## src/hw/tcb_lite_config.svh

```systemverilog
// bus and memory sizing for the TCB lite memory subsystem
// include wherever a width, the memory depth or the read delay is needed

`ifndef TCB_LITE_CONFIG_SVH
`define TCB_LITE_CONFIG_SVH

// word address width
`define TCB_ADR_W 10

// data width and matching byte enable width
`define TCB_DAT_W 32
`define TCB_BYT_W (`TCB_DAT_W/8)

// implemented words, addresses at or above this are out of range
`define TCB_MEM_DEPTH 256

// memory read delay in clock cycles
`define TCB_MEM_DLY 1

`endif

```

## src/hw/tcb_lite_pkg.sv

```systemverilog
// TCB lite bus types shared by the interface and every bus agent
// request and response payloads are packed structs sized from the config header

`include "tcb_lite_config.svh"

package tcb_lite_pkg;

    // basic field types
    typedef logic [`TCB_ADR_W-1:0] tcb_adr_t;
    typedef logic [`TCB_DAT_W-1:0] tcb_dat_t;
    typedef logic [`TCB_BYT_W-1:0] tcb_byt_t;

    //////////////////////////////////////////////////////////////////////
    // request, travels manager to subordinate with vld
    //////////////////////////////////////////////////////////////////////

    typedef struct packed {
        // write enable, low for read
        logic     wen;
        tcb_adr_t adr;
        // byte enables, only used on writes
        tcb_byt_t byt;
        tcb_dat_t wdt;
    } tcb_req_t;

    //////////////////////////////////////////////////////////////////////
    // response, fixed delay after the request handshake
    //////////////////////////////////////////////////////////////////////

    typedef struct packed {
        tcb_dat_t rdt;
        // access error, e.g. address out of range
        logic     err;
    } tcb_rsp_t;

endpackage

```

## src/hw/tcb_lite_if.sv

```systemverilog
// TCB lite bus segment between one manager and one subordinate
// valid/ready request handshake, response after a fixed delay with no stall

`timescale 1ns/1ps

interface tcb_lite_if (
    input logic clk,
    input logic rst_n
);

    // handshake
    logic                   vld;
    logic                   rdy;

    // payload
    tcb_lite_pkg::tcb_req_t req;
    tcb_lite_pkg::tcb_rsp_t rsp;

    // manager side, issues requests and samples responses
    modport man (
        input  clk,
        input  rst_n,
        output vld,
        output req,
        input  rdy,
        input  rsp
    );

    // subordinate side, accepts requests and returns responses
    modport sub (
        input  clk,
        input  rst_n,
        input  vld,
        input  req,
        output rdy,
        output rsp
    );

endinterface

```

## src/hw/tcb_lite_lib_register.sv

```systemverilog
// TCB lite request register slice between two bus segments
// one entry, full throughput, adds one cycle to the request path
// responses pass back without delay

`timescale 1ns/1ps

module tcb_lite_lib_register (
    input  logic    clk,
    input  logic    rst_n,
    // upstream, the manager connects here
    tcb_lite_if.sub sub,
    // downstream, the subordinate connects here
    tcb_lite_if.man man
);

    // entry state
    logic                   full;
    tcb_lite_pkg::tcb_req_t req_q;

    logic                   up_hsk;
    logic                   dn_hsk;

    //////////////////////////////////////////////////////////////////////
    // handshake
    //////////////////////////////////////////////////////////////////////

    assign dn_hsk = man.vld & man.rdy;

    // free slot, or the entry leaves on this same cycle
    assign sub.rdy = ~full | man.rdy;
    assign up_hsk  = sub.vld & sub.rdy;

    always_ff @(posedge clk or negedge rst_n)
    begin
        if (!rst_n)
        begin
            full <= 1'b0;
        end
        else if (up_hsk)
        begin
            // refill, possibly while the old entry drains
            full <= 1'b1;
        end
        else if (dn_hsk)
        begin
            full <= 1'b0;
        end
    end

    // request payload
    always_ff @(posedge clk)
    begin
        if (up_hsk)
        begin
            req_q <= sub.req;
        end
    end

    //////////////////////////////////////////////////////////////////////
    // downstream request and upstream response
    //////////////////////////////////////////////////////////////////////

    // back-pressure holds the entry in place
    assign man.vld = full;
    assign man.req = req_q;

    // response has no stall, so it goes straight back up
    assign sub.rsp = man.rsp;

endmodule

```

## src/flat_wrapper.sv

```systemverilog
// flat-port wrapper written by rule: the top's interface ports become plain ports
module tcb_lite_lib_register_flat 
  (clk, rst_n, sub_vld, sub_req, sub_rdy, sub_rsp, man_vld, man_req, man_rdy, man_rsp);
  tcb_lite_if sub_i (.clk(clk), .rst_n(rst_n));
  tcb_lite_if man_i (.clk(clk), .rst_n(rst_n));
  input  logic clk;
  input  logic rst_n;
  input wire logic [$bits(sub_i.vld)-1:0] sub_vld;
  input wire logic [$bits(sub_i.req)-1:0] sub_req;
  output wire logic [$bits(sub_i.rdy)-1:0] sub_rdy;
  output wire logic [$bits(sub_i.rsp)-1:0] sub_rsp;
  output wire logic [$bits(man_i.vld)-1:0] man_vld;
  output wire logic [$bits(man_i.req)-1:0] man_req;
  input wire logic [$bits(man_i.rdy)-1:0] man_rdy;
  input wire logic [$bits(man_i.rsp)-1:0] man_rsp;
  assign sub_i.vld = sub_vld;
  assign sub_i.req = sub_req;
  assign sub_rdy = sub_i.rdy;
  assign sub_rsp = sub_i.rsp;
  assign man_vld = man_i.vld;
  assign man_req = man_i.req;
  assign man_i.rdy = man_rdy;
  assign man_i.rsp = man_rsp;
  tcb_lite_lib_register u_core (.clk(clk), .rst_n(rst_n), .sub(sub_i), .man(man_i));
endmodule
```

## config.mk

```make
export PLATFORM = sky130hd
export DESIGN_NAME = tcb_lite_lib_register_flat
export DESIGN_NICKNAME = d
export VERILOG_FILES = /design/src/hw/tcb_lite_pkg.sv /design/src/hw/tcb_lite_if.sv /design/src/hw/tcb_lite_lib_register.sv /design/src/flat_wrapper.sv
export VERILOG_INCLUDE_DIRS = /design/src /design/src/hw
export SDC_FILE = /design/constraint.sdc
export NUM_CORES = 1
export LEC_CHECK = 0
export BUFFER_PORTS_ARGS = -buffer_cell sky130_fd_sc_hd__buf_2
export CORE_UTILIZATION = 32
export CTS_CLUSTER_SIZE = 24
export DETAILED_ROUTE_END_ITERATION = 7
export PLACE_DENSITY = 0.8
export SYNTH_ARGS = -nofsm -noshare
export SYNTH_HDL_FRONTEND = slang
export SYNTH_SLANG_ARGS = --single-unit
export TNS_END_PERCENT = 1
```

## constraint.sdc

```tcl
create_clock -name clk -period 1.3 [get_ports clk]
set_input_delay 0.13 -clock clk [delete_from_list [all_inputs] [get_ports clk]]
set_output_delay 0.13 -clock clk [all_outputs]
set_load 0.01 [all_outputs]
```

==> flow_summary.json, run 1 <==
{
  "slew_violations": 0,
  "grt_use_total_pct": 12.8,
  "yosysTopAreaCellShare_pct": 82.4,
  "netlist_instances": 84,
  "switchingPower_uw": 637,
  "grt_pass1_vias": 953,
  "cp-startpoint": "u_core.man.vld",
  "synth_area_um2": 1710,
  "synth_compound_area_share_pct": 0,
  "dr.pass1.iters": 4,
  "clock_latency_ns": 0.29,
  "design_area_um2": 2500,
  "crit_buf_inv": 1,
  "synth-simple-area-share_pct": 1.68,
  "ir_worst_vdd_v": 0.000809,
  "crit_type": "reg -> reg",
  "cts_tree": "yes",
  "syn_nets": 168,
  "cp_num_cells": 3,
  "yosys.area.top_type": "edfxtp_1",
  "grt_pass1_wl_um": 4860,
  "max_stage_delay_ns": 0.42,
  "slew_headroom_pct": 87.6,
  "drt_wl_total_um": 3800,
  "synth.avg_cell_area_um2": 20.4,
  "vias": 1029,
  "crit_path_max_fanout": 15,
  "crit_chain": "nand2b_4 > and2_4 > buf_4",
  "worst_setup_path_start_kind": "flip-flop",
  "dp.cells": 222,
  "drt_iter0_markers": 13,
  "setup.worst_path.end": "u_core.man.req[16]",
  "nets": 270,
  "ioPinCount": 166,
  "grt_max_degree": 33,
  "rsz0062_at_grt": "false",
  "critPathArrivalTime_ns": 1.17,
  "clkPwrFrac_pct": 40.1,
  "start_util_pct": 33.3,
  "via_per_inst": 4.00,
  "post_drt_wl_per_cell_um": 14.8,
  "path_delay_family": "flip-flops",
  "fill_cells": 462,
  "fin_cells": 257,
  "combPwrFrac_pct": 8.9,
  "insertedDiodeCount": 0,
  "synth_top_family_by_area": "buffers and inverters",
  "io_buffers": 99,
  "layout_commonest_cell": "buf_2",
  "hold_viol": 0,
  "ant_nets": 0,
  "cap_violations": 0,
  "r2r_cells": 3,
  "core-area_um2": 5140,
  "cts_resized": 0,
  "htreeDepth": 2,
  "cts_made_buffers": 5,
  "critPathSlowestCell": "dfrtp_1",
  "netSwitchingFraction_pct": 17.8,
  "p_seq_share_pct": 51.0,
  "status": "finished, final reports clean",
  "rrSetupSlack_ns": 0.12,
  "drc_errors": 0,
  "overflow": 0,
  "critical_path_required_ns": 1.29,
  "synth_mux_area_share_pct": 0,
  "drive_above_1_share_pct": 59.4,
  "placed_area_um2": 2080,
  "period_share_pct": 90.7,
  "rr_endpoint": "u_core.man.req[16]",
  "cp-end-kind": "flip-flop",
  "die-height_um": 75.2,
  "synth_cell_types": 6,
  "setup_viol_count_final": 0,
  "antenna_found_initial": 0,
  "rr_startpoint": "u_core.man.vld",
  "synth_warnings": 0,
  "layout_common_cells": "99 x buf_2, 47 x edfxtp_1, 27 x dlygate4sd3_1",
  "fp.dieW_um": 75.2,
  "power_leakage_nw": 1.07,
  "die-area_um2": 5650,
  "finClkSkew_ns": 0.00506,
  "power_density_nw_per_um2": 1430,
  "clkSinkCount": 48,
  "area.growth.synth_to_final_pct": 46.2,
  "final.setup.tns_ns": 0,
  "clk_pin_slew_ns": 0.08,
  "synth.area.top_cells": "edfxtp_1 82%, buf_4 14%, dfrtp_1 1.5%",
  "min_period_ns": 1.18,
  "synth_xor_area_share_pct": 0,
  "rows": 26,
  "seq_area_frac_synth_pct": 83.9,
  "p_int_mw": 2.93,
  "holdCritPathClass": "in -> reg",
  "clockBufferDepth": 2,
  "synth_adder_area_share_pct": 0,
  "max_freq_ghz": 0.848,
  "gp_congestion": 0.674,
  "worstMarginPinSlew_ns": 0.186,
  "root_buffer": "clkbuf_8",
  "yosys_register_bits": 48
}
==> cells by family (layout without fill, tap and decap cells) <==
kind of cell | Yosys count | after routing
flip-flops | 48 | 48
buffers and inverters | 33 | 136
AND/OR/NAND/NOR | 3 | 3
==> synthesized netlist by cell type <==
master and count:
nand2b_1 1, dfrtp_1 1, edfxtp_1 47, nand2b_4 1, buf_4 33, and2_4 1
==> metrics by stage <==
step	setup slack (ns)	utilization, %	hold WS [ns]	power, mW
2_1_floorplan	-0.0294	-	-0.166	2.04
3_3_place_gp	0.169	40.4	-0.0941	2.11
3_5_place_dp	0.131	40.4	-0.0892	2.12
4_1_cts	0.120	47.6	0.000133	3.60
5_1_grt	0.0570	48.7	0.00129	3.69
6_report	0.121	48.7	0.0103	3.57
==> worst min path at each step <==
| stage | to | cells after the start | startpoint | slack, ns |
|---|---|---|---|---|
| 2_1_floorplan | u_core.man.vld | 0 | rst_n | -0.17 |
| 3_3_place_gp | u_core.man.vld | 1 | rst_n | -0.09 |
| 3_5_place_dp | u_core.man.vld | 1 | rst_n | -0.09 |
| 4_1_cts | u_core.man.req[45] | 1 | sub_req[45] | 0.0001 |
| 5_1_grt | u_core.man.req[25] | 1 | sub_req[25] | 0.001 |
| 6_report | u_core.man.req[9] | 1 | sub_req[9] | 0.01 |
==> power by group through the flow <==
stage | clock network, mW | logic [mW] | registers (mW)
3_3_place_gp | 0 | 0.253 | 1.86
2_1_floorplan | 0 | 0.141 | 1.90
3_5_place_dp | 0 | 0.258 | 1.86
4_1_cts | 1.47 | 0.307 | 1.82
5_1_grt | 1.51 | 0.350 | 1.83
6_report | 1.43 | 0.318 | 1.82
==> routing by layer <==
metal / up-vias / routed length, um / GRT usage [%]
met5: - / 0 / 0
met2: 102 / 1770 / 18.0
met1: 451 / 1260 / 13.0
li1: 471 / - / -
met4: 0 / 17 / 3.70
met3: 5 / 759 / 13.4
==> sequential cells by signal, indices dropped and copies added (netlist names) <==
signal and count:
u_core.man.req 47, u_core.man.vld 1
==> cell type report <==
type / instances / area [um2] / share of cell area, %
Clock inverter: 3 / 90.1 / 3.60
Timing Repair Buffer: 128 / 793 / 31.7
Multi-Input combinational cell: 3 / 28.8 / 1.15
Clock buffer: 5 / 68.8 / 2.75
Sequential cell: 48 / 1440 / 57.3
Tap cell: 70 / 87.6 / 3.50
==> what timing repair did <==
action | 4_1_cts | 5_1_grt
buffers inserted | 0 | 0
endpoints found under the setup margin | 0 | 0
hold endpoints to repair | 21 | 6
hold buffers | 21 | 6
(Power assumes the default switching activity.)
==> inputs of run 2 (changes only) <==
--- a/config.mk
+++ b/config.mk
@@ -10,6 +10,7 @@
 export CORE_UTILIZATION = 32
 export CTS_CLUSTER_SIZE = 24
 export DETAILED_ROUTE_END_ITERATION = 7
+export MAX_ROUTING_LAYER = met4
 export PLACE_DENSITY = 0.8
 export SYNTH_ARGS = -nofsm -noshare
 export SYNTH_HDL_FRONTEND = slang
==> flow_summary.json, run 2 (synthesis gave the netlist of run 1 again) <==
{
  "dr.pass1.iters": 4,
  "grt_use_total_pct": 13.2,
  "switchingPower_uw": 636,
  "htreeDepth": 2,
  "p_seq_share_pct": 51.0,
  "crit_type": "reg -> reg",
  "ioPinCount": 166,
  "post_drt_wl_per_cell_um": 14.8,
  "core-area_um2": 5140,
  "drt_wl_total_um": 3800,
  "critPathArrivalTime_ns": 1.17,
  "nets": 270,
  "crit_path_max_fanout": 15,
  "post_cts_buffers": 0,
  "critical_path_required_ns": 1.29,
  "ir_worst_vdd_v": 0.000807,
  "cp-end-kind": "flip-flop",
  "slew_headroom_pct": 87.7,
  "finClkSkew_ns": 0.00498,
  "netSwitchingFraction_pct": 17.8,
  "via_per_inst": 4.02,
  "vias": 1034,
  "clk_pin_slew_ns": 0.08,
  "cap_violations": 0,
  "grt_pass1_wl_um": 4850,
  "layout_commonest_cell": "buf_2",
  "final.setup.tns_ns": 0,
  "drive_above_1_share_pct": 59.4,
  "worstMarginPinSlew_ns": 0.185,
  "layout_common_cells": "99 x buf_2, 47 x edfxtp_1, 27 x dlygate4sd3_1",
  "clock_latency_ns": 0.29,
  "rsz0062_at_grt": "false",
  "status": "finished, final reports clean",
  "dp.cells": 222,
  "cts_resized": 0,
  "holdBufCountCts": 21,
  "holdCritPathClass": "in -> reg",
  "fp.dieW_um": 75.2,
  "clkSinkCount": 48,
  "max_freq_ghz": 0.849,
  "worst_setup_path_start_kind": "flip-flop",
  "cts_made_buffers": 5,
  "area.growth.synth_to_final_pct": 46.2,
  "overflow": 0,
  "period_share_pct": 90.6,
  "antenna_found_initial": 0,
  "min_delay_path_depth": 1,
  "grt_max_degree": 33,
  "die-area_um2": 5650,
  "insertedDiodeCount": 0,
  "rows": 26,
  "min_period_ns": 1.18,
  "hold_viol": 0,
  "slew_violations": 0,
  "gp_congestion": 0.681,
  "timing.hold.ws_ns": 0.0107,
  "power_leakage_nw": 1.07,
  "fin_cells": 257,
  "cts_tree": "yes",
  "root_buffer": "clkbuf_8",
  "die-height_um": 75.2,
  "ant_nets": 0,
  "r2r_cells": 3,
  "power_mw": 3.57,
  "io_buffers": 99,
  "drt_iter0_markers": 17,
  "clkPwrFrac_pct": 40.1,
  "start_util_pct": 33.3,
  "clockBufferDepth": 2,
  "power_density_nw_per_um2": 1430,
  "largest_reg_flops": 47,
  "combPwrFrac_pct": 8.9,
  "drc_errors": 0,
  "p_int_mw": 2.93,
  "grt_pass1_vias": 954,
  "setup_viol_count_final": 0
}
-- run 2: cell counts in the layout (fill, tap and decap cells not counted) --
Identical to the previous run, type by type.
-- run 2: final cells by class --
class / count / area [um2]
clock buffer: 5 / 68.8
tap: 70 / 87.6
multi-input combinational: 3 / 28.8
timing repair buffer: 128 / 793
clock inverter: 3 / 90.1
fill: 462 / 2640
sequential: 48 / 1440
-- run 2: metrics by stage --
step	setup WS, ns	utilization [%]	instance area (um2)
global placement	0.169	40.4	2080
finish	0.122	48.7	2500
detailed placement	0.131	40.4	2080
global route	0.0565	48.7	2500
floorplan	-0.0294	-	1710
CTS	0.120	47.6	2440
-- run 2: power by group through the flow --
stage          combinational [mW]  sequential (mW)  clock [mW]
4_1_cts                     0.307             1.82        1.47
6_report                    0.319             1.82        1.43
3_5_place_dp                0.258             1.86           0
5_1_grt                     0.350             1.83        1.51
3_3_place_gp                0.253             1.86           0
2_1_floorplan               0.141             1.90           0
-- run 2: final timing paths --
kind / startpoint / to / slack, ns
max: u_core.man.vld / u_core.man.req[16] / 0.12
min: sub_req[9] / u_core.man.req[9] / 0.01
max reg2reg: u_core.man.vld / u_core.man.req[16] / 0.12
min reg2reg: u_core.man.vld / u_core.man.vld / 0.58
max in group asynchronous: rst_n / u_core.man.vld / 1.07
min in group asynchronous: rst_n / u_core.man.vld / 0.14
-- run 2: metal layers --
metal | vias up | global-route usage, % | wire length (um)
met5 | - | - | 0
met4 | 0 | 3.70 | 17
met3 | 5 | 12.9 | 737
met2 | 102 | 17.9 | 1770
met1 | 456 | 13.5 | 1270
li1 | 471 | - | -
-- run 2: critical path: stages, from the launching register on --
cell      delay, ns
dfrtp_1        0.42
nand2b_4       0.09
and2_4         0.15
buf_4          0.22
==> inputs of run 3 (changes only) <==
--- a/config.mk
+++ b/config.mk
@@ -7,11 +7,12 @@
 export NUM_CORES = 1
 export LEC_CHECK = 0
 export BUFFER_PORTS_ARGS = -buffer_cell sky130_fd_sc_hd__buf_2
-export CORE_UTILIZATION = 32
+export CORE_UTILIZATION = 38
 export CTS_CLUSTER_SIZE = 24
 export DETAILED_ROUTE_END_ITERATION = 7
 export MAX_ROUTING_LAYER = met4
-export PLACE_DENSITY = 0.8
+export PLACE_DENSITY = 0.89
+export REMOVE_ABC_BUFFERS = 1
 export SYNTH_ARGS = -nofsm -noshare
 export SYNTH_HDL_FRONTEND = slang
 export SYNTH_SLANG_ARGS = --single-unit
==> constraint.sdc (replaced) <==
create_clock -name clk -period 1.4 [get_ports clk]
set_input_delay 0.14 -clock clk [delete_from_list [all_inputs] [get_ports clk]]
set_output_delay 0.14 -clock clk [all_outputs]
set_load 0.01 [all_outputs]
==> flow_summary.json, run 3 (synthesis gave the netlist of run 1 again) <==
{
  "gp_congestion": 0.741,
  "clock_latency_ns": 0.28,
  "holdBufCountCts": 1,
  "rrSetupSlack_ns": 0.19,
  "drt_wl_total_um": 4060,
  "clk_pin_slew_ns": 0.08,
  "antenna_found_initial": 1,
  "post_drt_wl_per_cell_um": 19.1,
  "slew_headroom_pct": 85.4,
  "slew_violations": 0,
  "netSwitchingFraction_pct": 19.9,
  "ioPinCount": 166,
  "grt_pass1_wl_um": 5930,
  "die-height_um": 69.1,
  "path_delay_family": "flip-flops",
  "vias": 956,
  "min_delay_path_depth": 1,
  "clkPwrFrac_pct": 27.5,
  "drt_iter0_markers": 34,
  "dp.cells": 204,
  "fin_ws_ns": 0.195,
  "cts_made_buffers": 5,
  "io_buffers": 99,
  "setup_viol_count_final": 0,
  "holdCritPathClass": "in -> reg",
  "place_ws_ns": 0.193,
  "final.setup.tns_ns": 0,
  "rr_endpoint": "u_core.man.req[37]",
  "crit_type": "reg -> reg",
  "ant_nets": 0,
  "htreeDepth": 2,
  "largest_reg_flops": 47,
  "grt_max_degree": 30,
  "status": "finished, final reports clean",
  "clockBufferDepth": 2,
  "die-area_um2": 4780,
  "critPathSlowestCell": "dfrtp_1",
  "switchingPower_uw": 528,
  "cts_resized": 0,
  "drive_above_1_share_pct": 68.1,
  "ir_worst_vdd_v": 0.000668,
  "critPathArrivalTime_ns": 1.18,
  "grt_pass1_vias": 1009,
  "layout_common_cells": "99 x buf_2, 47 x edfxtp_1, 5 x clkbuf_8",
  "nets": 244,
  "power_density_nw_per_um2": 1240,
  "period_share_pct": 86.1,
  "clkSinkCount": 48,
  "crit_buf_inv": 1,
  "cap_violations": 0,
  "fin_cells": 213,
  "area.growth.synth_to_final_pct": 25.1,
  "hold_viol": 0,
  "layout_commonest_cell": "buf_2",
  "worstMarginPinSlew_ns": 0.218,
  "start_util_pct": 39.3,
  "cts_tree": "yes",
  "fp.dieW_um": 69.1,
  "crit_path_max_fanout": 18,
  "power_leakage_nw": 0.922,
  "core-area_um2": 4350,
  "multiInputGateArea_um2": 28.8,
  "combPwrFrac_pct": 8.8,
  "finClkSkew_ns": 0.00354,
  "r2r_cells": 3,
  "max_freq_ghz": 0.830,
  "rows": 24,
  "fill_cells": 389,
  "via_per_inst": 4.49,
  "grt_use_total_pct": 18.2,
  "min_period_ns": 1.21,
  "seqCellArea_um2": 1440,
  "rr_startpoint": "u_core.man.vld",
  "critical_path_required_ns": 1.38,
  "cp-end-kind": "flip-flop",
  "overflow": 0,
  "hold_path.startpoint": "sub_req[44]",
  "crit_chain": "nand2b_4 > and2_4 > buf_4",
  "dr.pass1.iters": 4,
  "max_stage_delay_ns": 0.41,
  "root_buffer": "clkbuf_8",
  "drc_errors": 0,
  "rsz0062_at_grt": "false",
  "min_to": "u_core.man.req[44]",
  "worst_setup_path_start_kind": "flip-flop",
  "p_seq_share_pct": 63.7,
  "post_cts_buffers": 0,
  "p_int_mw": 2.12
}
==> run 3: metal layers <==
layer | track usage, % | wire [um] | part of all wire (%)
met5 | - | 0 | 0
met4 | 4.08 | 36 | 0.89
met3 | 23.2 | 1100 | 27
met2 | 23.1 | 1650 | 41
met1 | 16.4 | 1270 | 31
==> run 3: per-stage QoR <==
step	total power, mW	instance area (um2)	util [%]	hold slack [ns]
2_1_floorplan	1.80	1470	-	-0.156
3_3_place_gp	1.95	2050	47.2	-0.0847
3_5_place_dp	1.96	2050	47.2	-0.0811
4_1_cts	2.70	2140	49.2	0.0128
5_1_grt	2.77	2140	49.2	0.00358
6_report	2.65	2140	49.2	0.0275
==> run 3: how the worst max path moves through the flow <==
stage	slack, ns	end	cells past startpoint	from
finish	0.19	u_core.man.req[37]	3	u_core.man.vld
global route	0.14	u_core.man.req[37]	3	u_core.man.vld
CTS	0.18	u_core.man.req[37]	3	u_core.man.vld
detailed placement	0.19	u_core.man.req[28]	3	u_core.man.vld
global placement	0.23	u_core.man.req[9]	3	u_core.man.vld
floorplan	0.07	u_core.man.req[0]	2	u_core.man.vld
==> run 3: cell type report <==
class                           instances  share of cell area (%)
Antenna cell                            1                   0.117
Clock buffer                            6                    3.39
Timing Repair Buffer                  102                    24.9
Clock inverter                          1                   0.234
Multi-Input combinational cell          3                    1.34
Tap cell                               52                    3.04
Sequential cell                        48                    67.0
==> run 3: power groups by stage <==
| stage | Clock (mW) | Sequential [mW] | Combinational [mW] |
|---|---|---|---|
| 2_1_floorplan | 0 | 1.77 | 0.0336 |
| 3_3_place_gp | 0 | 1.72 | 0.229 |
| 3_5_place_dp | 0 | 1.72 | 0.237 |
| 4_1_cts | 0.772 | 1.69 | 0.239 |
| 5_1_grt | 0.823 | 1.70 | 0.254 |
| 6_report | 0.729 | 1.69 | 0.234 |
